$ cat src/hdl/hc_pkg.sv
// Shared types for the host-copy accelerator.
// Holds the line, address and bus structs, the register map and the FSM encodings.
`default_nettype none

package hc_pkg;

  // One cache line of payload
  typedef logic [63:0] t_hc_line;
  // Host line address, consecutive lines sit at consecutive addresses
  typedef logic [31:0] t_hc_address;
  // Read tag, which carries the buffer index of the requested line
  typedef logic [7:0]  t_hc_tag;
  // Job length counted in lines
  typedef logic [7:0]  t_hc_length;
  typedef logic [31:0] t_hc_reg;
  typedef logic [3:0]  t_hc_reg_addr;

  // Status word as software sees it
  typedef struct packed {
    logic [29:0] rsvd;
    logic        done;
    logic        busy;
  } t_hc_status;

  // Job descriptor handed from the register file to the requestor
  typedef struct packed {
    t_hc_address dsm_base;
    t_hc_address src_base;
    t_hc_address dst_base;
    t_hc_length  num_lines;
  } t_hc_control;

  typedef struct packed {
    logic        valid;
    t_hc_address addr;
    t_hc_tag     tag;
  } t_mem_rd_req;

  typedef struct packed {
    logic     valid;
    t_hc_tag  tag;
    t_hc_line data;
  } t_mem_rd_rsp;

  typedef struct packed {
    logic        valid;
    t_hc_address addr;
    t_hc_line    data;
  } t_mem_wr_req;

  typedef struct packed {
    logic         wr;
    logic         rd;
    t_hc_reg_addr addr;
    t_hc_reg      data;
  } t_mmio_req;

  typedef struct packed {
    logic    valid;
    t_hc_reg data;
  } t_mmio_rsp;

  // Register word addresses
  localparam t_hc_reg_addr HC_REG_DSM    = 4'd0;
  localparam t_hc_reg_addr HC_REG_SRC    = 4'd1;
  localparam t_hc_reg_addr HC_REG_DST    = 4'd2;
  localparam t_hc_reg_addr HC_REG_LEN    = 4'd3;
  localparam t_hc_reg_addr HC_REG_CTRL   = 4'd4;
  localparam t_hc_reg_addr HC_REG_STATUS = 4'd5;

  // Completion marker that goes into the upper half of the DSM line
  localparam logic [31:0] HC_DSM_DONE = 32'h0000_d0e0;

  typedef enum logic [2:0] {
    REQ_IDLE, REQ_FETCH, REQ_RUN, REQ_STORE, REQ_DSM, REQ_FINAL
  } t_req_state;

  typedef enum logic [1:0] {
    CORE_IDLE, CORE_COPY, CORE_DONE
  } t_core_state;

endpackage : hc_pkg

`default_nettype wire

$ cat src/hdl/hc_afu_top.sv
// Top level of the host-copy accelerator.
// Wires the register file, requestor, line buffer and loopback core together.
`timescale 1ns/1ps
`default_nettype none

module hc_afu_top import hc_pkg::*; #(
  parameter int BUF_DEPTH = 16
) (
  input  logic        clk,
  input  logic        rst,
  input  t_mmio_req   mmio_req,
  output t_mmio_rsp   mmio_rsp,
  output t_mem_rd_req rd_req,
  input  t_mem_rd_rsp rd_rsp,
  input  logic        rd_alm_full,
  output t_mem_wr_req wr_req,
  input  logic        wr_ack,
  input  logic        wr_alm_full
);

  logic        go;
  logic        busy;
  logic        done;
  t_hc_control hc_control;
  logic        start;
  logic        finish;
  t_hc_length  num_lines;

  // Requestor side of the line buffer
  logic        in_we;
  t_hc_tag     in_idx;
  t_hc_line    in_data;
  t_hc_tag     out_idx;
  t_hc_line    out_data;

  // Core side of the line buffer
  t_hc_tag     core_rd_idx;
  t_hc_line    core_rd_data;
  logic        core_wr_en;
  t_hc_tag     core_wr_idx;
  t_hc_line    core_wr_data;

  hc_csr u_hc_csr (
    .clk        (clk),
    .rst        (rst),
    .mmio_req   (mmio_req),
    .mmio_rsp   (mmio_rsp),
    .busy       (busy),
    .done       (done),
    .go         (go),
    .hc_control (hc_control)
  );

  hc_requestor #(.BUF_DEPTH(BUF_DEPTH)) u_hc_requestor (
    .clk         (clk),
    .rst         (rst),
    .go          (go),
    .hc_control  (hc_control),
    .busy        (busy),
    .done        (done),
    .rd_req      (rd_req),
    .rd_rsp      (rd_rsp),
    .rd_alm_full (rd_alm_full),
    .wr_req      (wr_req),
    .wr_ack      (wr_ack),
    .wr_alm_full (wr_alm_full),
    .in_we       (in_we),
    .in_idx      (in_idx),
    .in_data     (in_data),
    .out_idx     (out_idx),
    .out_data    (out_data),
    .start       (start),
    .num_lines   (num_lines),
    .finish      (finish)
  );

  hc_core_buffer #(.BUF_DEPTH(BUF_DEPTH)) u_hc_core_buffer (
    .clk             (clk),
    .req_in_we       (in_we),
    .req_in_idx      (in_idx),
    .req_in_data     (in_data),
    .core_in_idx     (core_rd_idx),
    .core_in_data    (core_rd_data),
    .core_out_we     (core_wr_en),
    .core_out_idx    (core_wr_idx),
    .core_out_data_w (core_wr_data),
    .req_out_idx     (out_idx),
    .req_out_data    (out_data)
  );

  hc_loopback #(.BUF_DEPTH(BUF_DEPTH)) u_hc_loopback (
    .clk       (clk),
    .rst       (rst),
    .start     (start),
    .num_lines (num_lines),
    .finish    (finish),
    .rd_idx    (core_rd_idx),
    .rd_data   (core_rd_data),
    .wr_en     (core_wr_en),
    .wr_idx    (core_wr_idx),
    .wr_data   (core_wr_data)
  );

endmodule : hc_afu_top

`default_nettype wire

$ cat src/hdl/hc_core_buffer.sv
// Line buffer between the requestor and the core.
// Bank 0 holds input lines and bank 1 output lines, each read with one cycle latency.
`timescale 1ns/1ps
`default_nettype none

module hc_core_buffer import hc_pkg::*; #(
  parameter int BUF_DEPTH = 16
) (
  input  logic     clk,
  input  logic     req_in_we,
  input  t_hc_tag  req_in_idx,
  input  t_hc_line req_in_data,
  input  t_hc_tag  core_in_idx,
  output t_hc_line core_in_data,
  input  logic     core_out_we,
  input  t_hc_tag  core_out_idx,
  input  t_hc_line core_out_data_w,
  input  t_hc_tag  req_out_idx,
  output t_hc_line req_out_data
);

  localparam int IW = $clog2(BUF_DEPTH);

  // Per-bank port views, index 0 is the input bank and 1 the output bank
  logic     we    [2];
  t_hc_tag  widx  [2];
  t_hc_tag  ridx  [2];
  t_hc_line wdata [2];
  t_hc_line rdata [2];

  // The requestor fills bank 0 and the core drains it
  assign we[0]    = req_in_we;
  assign widx[0]  = req_in_idx;
  assign wdata[0] = req_in_data;
  assign ridx[0]  = core_in_idx;
  assign core_in_data = rdata[0];

  // The core fills bank 1 and the requestor drains it
  assign we[1]    = core_out_we;
  assign widx[1]  = core_out_idx;
  assign wdata[1] = core_out_data_w;
  assign ridx[1]  = req_out_idx;
  assign req_out_data = rdata[1];

  for (genvar b = 0; b < 2; b++) begin : g_bank
    t_hc_line mem [BUF_DEPTH];

    // Only the low index bits address the bank
    always_ff @(posedge clk) begin
      if (we[b]) begin
        mem[widx[b][IW-1:0]] <= wdata[b];
      end
      rdata[b] <= mem[ridx[b][IW-1:0]];
    end
  end

endmodule : hc_core_buffer

`default_nettype wire

$ cat src/hdl/hc_csr.sv
// Register file of the host-copy accelerator.
// Holds the job descriptor, raises go on a control write and answers register reads.
`timescale 1ns/1ps
`default_nettype none

module hc_csr import hc_pkg::*; (
  input  logic        clk,
  input  logic        rst,
  input  t_mmio_req   mmio_req,
  output t_mmio_rsp   mmio_rsp,
  input  logic        busy,
  input  logic        done,
  output logic        go,
  output t_hc_control hc_control
);

  t_hc_control ctl;
  t_hc_status  status;
  t_hc_reg     rd_mux;
  logic        rsp_valid;
  t_hc_reg     rsp_data;

  // Status word as seen by software, upper bits read as zero
  always_comb begin
    status      = '0;
    status.busy = busy;
    status.done = done;
  end

  // The control register is write-only, bit 0 kicks off a job in the same cycle
  assign go = mmio_req.wr && (mmio_req.addr == HC_REG_CTRL) && mmio_req.data[0];

  assign hc_control = ctl;

  // Descriptor registers take the write data in the cycle of the strobe
  always_ff @(posedge clk) begin
    if (rst) begin
      ctl <= '0;
    end else if (mmio_req.wr) begin
      case (mmio_req.addr)
        HC_REG_DSM: ctl.dsm_base  <= mmio_req.data;
        HC_REG_SRC: ctl.src_base  <= mmio_req.data;
        HC_REG_DST: ctl.dst_base  <= mmio_req.data;
        // Only the low byte of the length register is kept
        HC_REG_LEN: ctl.num_lines <= mmio_req.data[7:0];
        default: ;
      endcase
    end
  end

  // Read mux, unmapped words and the control word read as zero
  always_comb begin
    case (mmio_req.addr)
      HC_REG_DSM:    rd_mux = ctl.dsm_base;
      HC_REG_SRC:    rd_mux = ctl.src_base;
      HC_REG_DST:    rd_mux = ctl.dst_base;
      HC_REG_LEN:    rd_mux = t_hc_reg'(ctl.num_lines);
      HC_REG_STATUS: rd_mux = t_hc_reg'(status);
      default:       rd_mux = '0;
    endcase
  end

  // The answer goes out one cycle after the read strobe
  always_ff @(posedge clk) begin
    if (rst) begin
      rsp_valid <= 1'b0;
    end else begin
      rsp_valid <= mmio_req.rd;
    end
  end

  // Read data is a payload register and only matters while valid is high
  always_ff @(posedge clk) begin
    if (mmio_req.rd) begin
      rsp_data <= rd_mux;
    end
  end

  always_comb begin
    mmio_rsp.valid = rsp_valid;
    mmio_rsp.data  = rsp_data;
  end

endmodule : hc_csr

`default_nettype wire

$ cat src/hdl/hc_loopback.sv
// Loopback processing core.
// Copies the first num_lines input-bank lines to the output bank, then pulses finish.
`timescale 1ns/1ps
`default_nettype none

module hc_loopback import hc_pkg::*; #(
  parameter int BUF_DEPTH = 16
) (
  input  logic       clk,
  input  logic       rst,
  input  logic       start,
  input  t_hc_length num_lines,
  output logic       finish,
  output t_hc_tag    rd_idx,
  input  t_hc_line   rd_data,
  output logic       wr_en,
  output t_hc_tag    wr_idx,
  output t_hc_line   wr_data
);

  t_core_state state;
  t_hc_length  len;
  // Next line to read from the input bank
  t_hc_length  cnt;
  // A read went out last cycle and its data is on rd_data now
  logic        rd_pend;
  t_hc_tag     wr_idx_r;

  // The copy never runs past the end of a bank
  assign len = (num_lines > t_hc_length'(BUF_DEPTH)) ? t_hc_length'(BUF_DEPTH) : num_lines;

  assign rd_idx  = t_hc_tag'(cnt);
  assign wr_en   = rd_pend;
  assign wr_idx  = wr_idx_r;
  assign wr_data = rd_data;
  // Finish lands num_lines + 2 cycles after start, right after the last write
  assign finish  = (state == CORE_DONE);

  always_ff @(posedge clk) begin
    wr_idx_r <= t_hc_tag'(cnt);
  end

  always_ff @(posedge clk) begin
    if (rst) begin
      state   <= CORE_IDLE;
      cnt     <= '0;
      rd_pend <= 1'b0;
    end else begin
      case (state)
        CORE_IDLE: begin
          rd_pend <= 1'b0;
          if (start) begin
            cnt   <= '0;
            state <= CORE_COPY;
          end
        end
        CORE_COPY: begin
          if (cnt != len) begin
            rd_pend <= 1'b1;
            cnt     <= cnt + 1'b1;
          end else begin
            // The last line is written in this cycle
            rd_pend <= 1'b0;
            state   <= CORE_DONE;
          end
        end
        CORE_DONE: state <= CORE_IDLE;
        default:   state <= CORE_IDLE;
      endcase
    end
  end

endmodule : hc_loopback

`default_nettype wire

$ cat src/hdl/hc_requestor.sv
// Job sequencer of the host-copy accelerator.
// Fetches source lines, runs the core, writes results back and posts the DSM record.
`timescale 1ns/1ps
`default_nettype none

module hc_requestor import hc_pkg::*; #(
  parameter int BUF_DEPTH = 16
) (
  input  logic        clk,
  input  logic        rst,
  input  logic        go,
  input  t_hc_control hc_control,
  output logic        busy,
  output logic        done,
  output t_mem_rd_req rd_req,
  input  t_mem_rd_rsp rd_rsp,
  input  logic        rd_alm_full,
  output t_mem_wr_req wr_req,
  input  logic        wr_ack,
  input  logic        wr_alm_full,
  output logic        in_we,
  output t_hc_tag     in_idx,
  output t_hc_line    in_data,
  output t_hc_tag     out_idx,
  input  t_hc_line    out_data,
  output logic        start,
  output t_hc_length  num_lines,
  input  logic        finish
);

  t_req_state  state;
  t_hc_control job;
  t_hc_length  len;
  t_hc_length  len_clamp;
  // Reads issued and responses seen during FETCH
  t_hc_length  rd_cnt;
  t_hc_length  rsp_cnt;
  t_hc_length  rsp_cnt_n;
  // Next line to write and acks seen during STORE
  t_hc_length  wr_ptr;
  t_hc_length  wr_ptr_n;
  t_hc_length  ack_cnt;
  t_hc_length  ack_cnt_n;
  // Output bank data for line wr_ptr is on out_data
  logic        pipe_valid;
  logic        rd_fire;
  logic        wr_fire;
  logic        dsm_fire;

  // A job never covers more lines than one bank holds
  assign len_clamp = (hc_control.num_lines > t_hc_length'(BUF_DEPTH)) ?
                     t_hc_length'(BUF_DEPTH) : hc_control.num_lines;

  assign busy      = (state != REQ_IDLE);
  assign num_lines = len;

  // Read requests go out one per line, held off while the channel is almost full
  assign rd_fire = (state == REQ_FETCH) && (rd_cnt != len) && !rd_alm_full;

  always_comb begin
    rd_req.valid = rd_fire;
    rd_req.addr  = job.src_base + t_hc_address'(rd_cnt);
    rd_req.tag   = t_hc_tag'(rd_cnt);
  end

  // Responses land in the input bank at the index carried by the tag
  assign in_we     = (state == REQ_FETCH) && rd_rsp.valid;
  assign in_idx    = rd_rsp.tag;
  assign in_data   = rd_rsp.data;
  assign rsp_cnt_n = rsp_cnt + t_hc_length'(in_we);

  // Write-back pipeline
  // out_idx always names the line wanted next cycle so a stall keeps its data
  assign wr_fire   = (state == REQ_STORE) && pipe_valid && !wr_alm_full;
  assign wr_ptr_n  = wr_ptr + t_hc_length'(wr_fire);
  assign out_idx   = t_hc_tag'(wr_ptr_n);
  assign ack_cnt_n = ack_cnt + t_hc_length'((state == REQ_STORE) && wr_ack);
  assign dsm_fire  = (state == REQ_DSM) && !wr_alm_full;

  always_comb begin
    wr_req.valid = wr_fire || dsm_fire;
    if (state == REQ_DSM) begin
      // Completion record carries the marker on top and the length in the low byte
      wr_req.addr = job.dsm_base;
      wr_req.data = {HC_DSM_DONE, 24'd0, len};
    end else begin
      wr_req.addr = job.dst_base + t_hc_address'(wr_ptr);
      wr_req.data = out_data;
    end
  end

  // Descriptor copy, taken only when a job is accepted
  always_ff @(posedge clk) begin
    if ((state == REQ_IDLE) && go) begin
      job <= hc_control;
    end
  end

  always_ff @(posedge clk) begin
    if (rst) begin
      state      <= REQ_IDLE;
      done       <= 1'b0;
      start      <= 1'b0;
      len        <= '0;
      rd_cnt     <= '0;
      rsp_cnt    <= '0;
      wr_ptr     <= '0;
      ack_cnt    <= '0;
      pipe_valid <= 1'b0;
    end else begin
      start <= 1'b0;
      case (state)
        REQ_IDLE: begin
          // A go while busy never reaches this branch and is dropped
          if (go) begin
            len     <= len_clamp;
            rd_cnt  <= '0;
            rsp_cnt <= '0;
            wr_ptr  <= '0;
            ack_cnt <= '0;
            done    <= 1'b0;
            state   <= REQ_FETCH;
          end
        end
        REQ_FETCH: begin
          rd_cnt  <= rd_cnt + t_hc_length'(rd_fire);
          rsp_cnt <= rsp_cnt_n;
          // Every tag has come back, so the input bank is complete
          if (rsp_cnt_n == len) begin
            start <= 1'b1;
            state <= REQ_RUN;
          end
        end
        REQ_RUN: begin
          // Line 0 of the output bank is being read in this cycle
          if (finish) begin
            pipe_valid <= (len != '0);
            state      <= REQ_STORE;
          end
        end
        REQ_STORE: begin
          wr_ptr     <= wr_ptr_n;
          ack_cnt    <= ack_cnt_n;
          pipe_valid <= (wr_ptr_n != len);
          // The DSM write waits until every data write is acked
          if (ack_cnt_n == len) begin
            state <= REQ_DSM;
          end
        end
        REQ_DSM: begin
          if (dsm_fire) begin
            state <= REQ_FINAL;
          end
        end
        REQ_FINAL: begin
          if (wr_ack) begin
            done  <= 1'b1;
            state <= REQ_IDLE;
          end
        end
        default: state <= REQ_IDLE;
      endcase
    end
  end

endmodule : hc_requestor

`default_nettype wire

$ cat config.mk
export PLATFORM = sky130hd
export DESIGN_NAME = hc_afu_top
export DESIGN_NICKNAME = d
export VERILOG_FILES = /design/src/hdl/hc_pkg.sv /design/src/hdl/hc_afu_top.sv /design/src/hdl/hc_core_buffer.sv /design/src/hdl/hc_csr.sv /design/src/hdl/hc_loopback.sv /design/src/hdl/hc_requestor.sv
export SDC_FILE = /design/constraint.sdc
export NUM_CORES = 2
export LEC_CHECK = 0
export BUFFER_PORTS_ARGS = -buffer_cell sky130_fd_sc_hd__buf_2
export CAP_MARGIN = 25
export CORE_AREA = 2 2 420 422
export DETAILED_ROUTE_END_ITERATION = 16
export DIE_AREA = 0 0 422 424
export GPL_TIMING_DRIVEN = 0
export HOLD_SLACK_MARGIN = 0.08
export PLACE_DENSITY = 0.74
export SLEW_MARGIN = 20
export SYNTH_ARGS = -nofsm -noshare
export SYNTH_HDL_FRONTEND = slang
export SYNTH_HIERARCHICAL = 1
export SYNTH_SLANG_ARGS = --single-unit
$ cat constraint.sdc
create_clock -name clk -period 6.84 [get_ports clk]
set_input_delay 0.684 -clock clk [delete_from_list [all_inputs] [get_ports clk]]
set_output_delay 0.684 -clock clk [all_outputs]
set_load 0.01 [all_outputs]
==> metrics.md <==
| Metric | Value |
|---|---|
| Fraction of layout instances using a drive strength above 1 | `0.269` |
| Crit path cell chain | `ha_1, a21o_1, a21oi_1, o21ai_0, a32oi_1, buf_2, nor3_1, xor2_1, buf_2` |
| Htree depth | `4` |
| CP dominant cell by count | `sky130_fd_sc_hd__buf_2` |
| Number of routed nets with antenna violations | `0` |
| Site row count | `between 150 and 200` |
| Clock tree from TritonCTS | `yes` |
| Starting density of the core | `0.544` |
| Setup TNS | `0 ns` |
| Total nets after synthesis | `5038` |
| Leakage | `about 37 nW` |
| CTS Buffer Depth | `3` |
| Minimum period implied by the final worst setup slack | `4.72 ns` |
| Setup slack of the critical path after layout | `~2.1 ns` |
| Hold Fails Final Rpt | `0` |
| Final weighted congestion in routability-driven placement | `approximately 0.89` |
| CTS Root Cell | `sky130_fd_sc_hd__clkbuf_16` |
| Capturing element type of the critical path | `output port` |
| Total of buffers placed on input and output ports | `211` |
| Chip width | `422 microns` |
| Data arrival at the endpoint of the critical path | `4.04 ns` |
| Count of routing violations after the opening detailed-route iteration | `6343` |
| Uppermost signal routing layer after detailed routing | `met5` |
| Inserted Clock Buffers | `231` |
| Chip height | `424 microns` |
| GRT Residual Overflow | `0` |
| Final setup viols | `0` |
| Wire length reported by the detailed router | `234000 microns` |
| Max-slew headroom at the worst pin | `0.225` |
| Clock Latency Late Sink | `0.90 ns` |
| All-Layer GR Usage | `0.261` |
| Number of placed cells counting well taps | `7614` |
| Pin slew with the least headroom to its limit | `1.16 ns` |
| Worst hold slack | `0.148 ns` |
| Total count of max-transition violations in the final report | `0` |
| Number of global-route vias before repair | `50700` |
| Pwr dens | `~270 nW/um^2` |
| Max Fclk | `~210 MHz` |
| Biggest fanout along the worst timing path | `10` |
| Post-route met1 wirelength | `88200 microns` |
| Critical Path RT | `between 6 and 7 ns` |
| Most common cell after layout, fill and taps aside | `sky130_fd_sc_hd__edfxtp_1` |
| Post-DP HPWL | `about 150000 microns` |
| Critical Path Slowest Stage Cell | `sky130_fd_sc_hd__a32oi_1` |
| Average wire length per cell after detail routing | `about 29 microns` |
| Outcome | `completed` |
| Via count | `around 50000` |
| Largest stage delay on the critical path | `0.94 ns` |
| Number of vias per cell after detailed routing | `6.18` |
| # IOs | `287` |
| Hold Crit Class | `in -> reg` |
| Ratio of final minimum period to clock period | `0.691` |
| Top cell family by delay on the critical path | `compound AO/OA/AOI/OAI gates` |
| Synth Cell Area | `95100 sq um` |
| Post-route cell area | `110000 sq um` |
| Placeable core region | `between 150000 and 200000 sq um` |
| Number of warning messages in the yosys log | `6` |
| Total number of clock tree sinks | `about 2500` |
| Mean cell area of the mapped netlist | `~20 sq um` |
| Placed inst area | `102000 sq um` |
| Initial antenna violation count | `21` |
| # Post-CTS Setup Buffers | `0` |
| Commonest cells after routing, fill and taps aside | `sky130_fd_sc_hd__edfxtp_1 (2176), sky130_fd_sc_hd__mux4_2 (520), sky130_fd_sc_hd__dfxtp_1 (294)` |
| Power consumption | `approximately 29 mW` |
| Setup repair after global routing missed its margin | `no` |
| Setup slack, reg-to-reg | `2.19 ns` |
| Clock slew at the register clock pins of the worst setup and hold paths | `0.06 ns` |
| Number of buffers and inverters on the critical path | `2` |
| Met2 wire len | `around 120000 microns` |
| Final net count | `approximately 5700` |
| Clock skew after layout | `0.0803 ns` |
| Residual DRC count | `0` |
| Count of mapped cells out of synthesis | `4895` |
| Wire length of the first global-routing pass | `340000 microns` |
| Total iterations of the first detailed-routing run | `6` |
| Number of cells in the finished layout apart from fillers | `8123` |
| FILL cells | `11600` |
| Setup WS pre-CTS | `2.26 ns` |
| Startpoint kind of the worst setup timing path | `register` |
| Maximum Capacitance Violations | `0` |
| Die area | `179000 sq um` |
| Critical path class | `reg -> out` |
| Synth-to-Final Area Change | `16.0%` |
| Maximum number of pins on one net before global-route repair | `79` |
| Worst IR Drop VDD | `slightly below 0.0003 V` |
| Post-layout util | `0.630` |
| Met3 wire length | `21000 microns` |
[worst min-delay path: cells and delay by family]
| family | cells | cell delay, ns |
|---|---|---|
| buffers and inverters | 1 | 0.09 |
| muxes | 1 | 0.13 |
| and+or+nand+nor | 1 | 0.09 |
[state kept, by name (all words and copies together) (netlist names), 2 cells and up]
signal,cells
u_hc_core_buffer/g_bank.mem,2048
u_hc_core_buffer/rdata,128
u_hc_csr/hc_control,104
u_hc_requestor/job,96
u_hc_csr/rsp_data,32
u_hc_loopback/rd_idx,8
u_hc_requestor/ack_cnt,8
u_hc_requestor/num_lines,8
u_hc_requestor/rd_cnt,8
u_hc_requestor/rsp_cnt,8
u_hc_requestor/wr_ptr,8
u_hc_loopback/wr_idx,4
u_hc_requestor/state,3
u_hc_loopback/state,2
[layer usage]
layer,vias up,GRT usage
met3,462,0.0499
met4,12,0.101
met1,26000,0.348
met2,2814,0.428
li1,20900,-
met5,-,0
[power by group]
| group | leakage (nW) | total (mW) | internal (mW) | switching, mW |
|---|---|---|---|---|
| Combinational | 10.6 | 0.303 | 0.113 | 0.190 |
| Clock | 3.76 | 12.9 | 7.24 | 5.62 |
| Sequential | 22.2 | 16.3 | 16.3 | 0.0111 |
| Total | 36.5 | 29.5 | 23.6 | 5.83 |
[path summary, 6_finish.rpt]
check,start,endpoint,depth (start not counted)
min,mmio_req[15],u_hc_csr/hc_control[55],3
min reg2reg,u_hc_csr/hc_control[80],u_hc_requestor/job[80],0
max reg2reg,u_hc_requestor/state[2],u_hc_core_buffer/rdata[0][107],10
max,u_hc_requestor/rd_cnt[1],rd_req[27],9
[repair_timing]
| action | in CTS | in global routing |
|---|---|---|
| hold buffers | 64 | 0 |
| resized for setup | 0 | 0 |
| hold endpoints to repair | 990 | 0 |
[area by class of cell]
cell class	count	area, sq um	area share
Buffer	391	2350	0.0213
Clock buffer	297	6200	0.0562
Antenna cell	8	20.0	0.000181
Tap cell	2340	2930	0.0265
Sequential cell	2470	71200	0.646
Timing Repair Buffer	443	4300	0.0390
Clock inverter	140	1520	0.0137
Inverter	29	114	0.00103
Multi-Input combinational cell	2005	21700	0.196
Note: power is estimated with default switching activity, not from simulation.
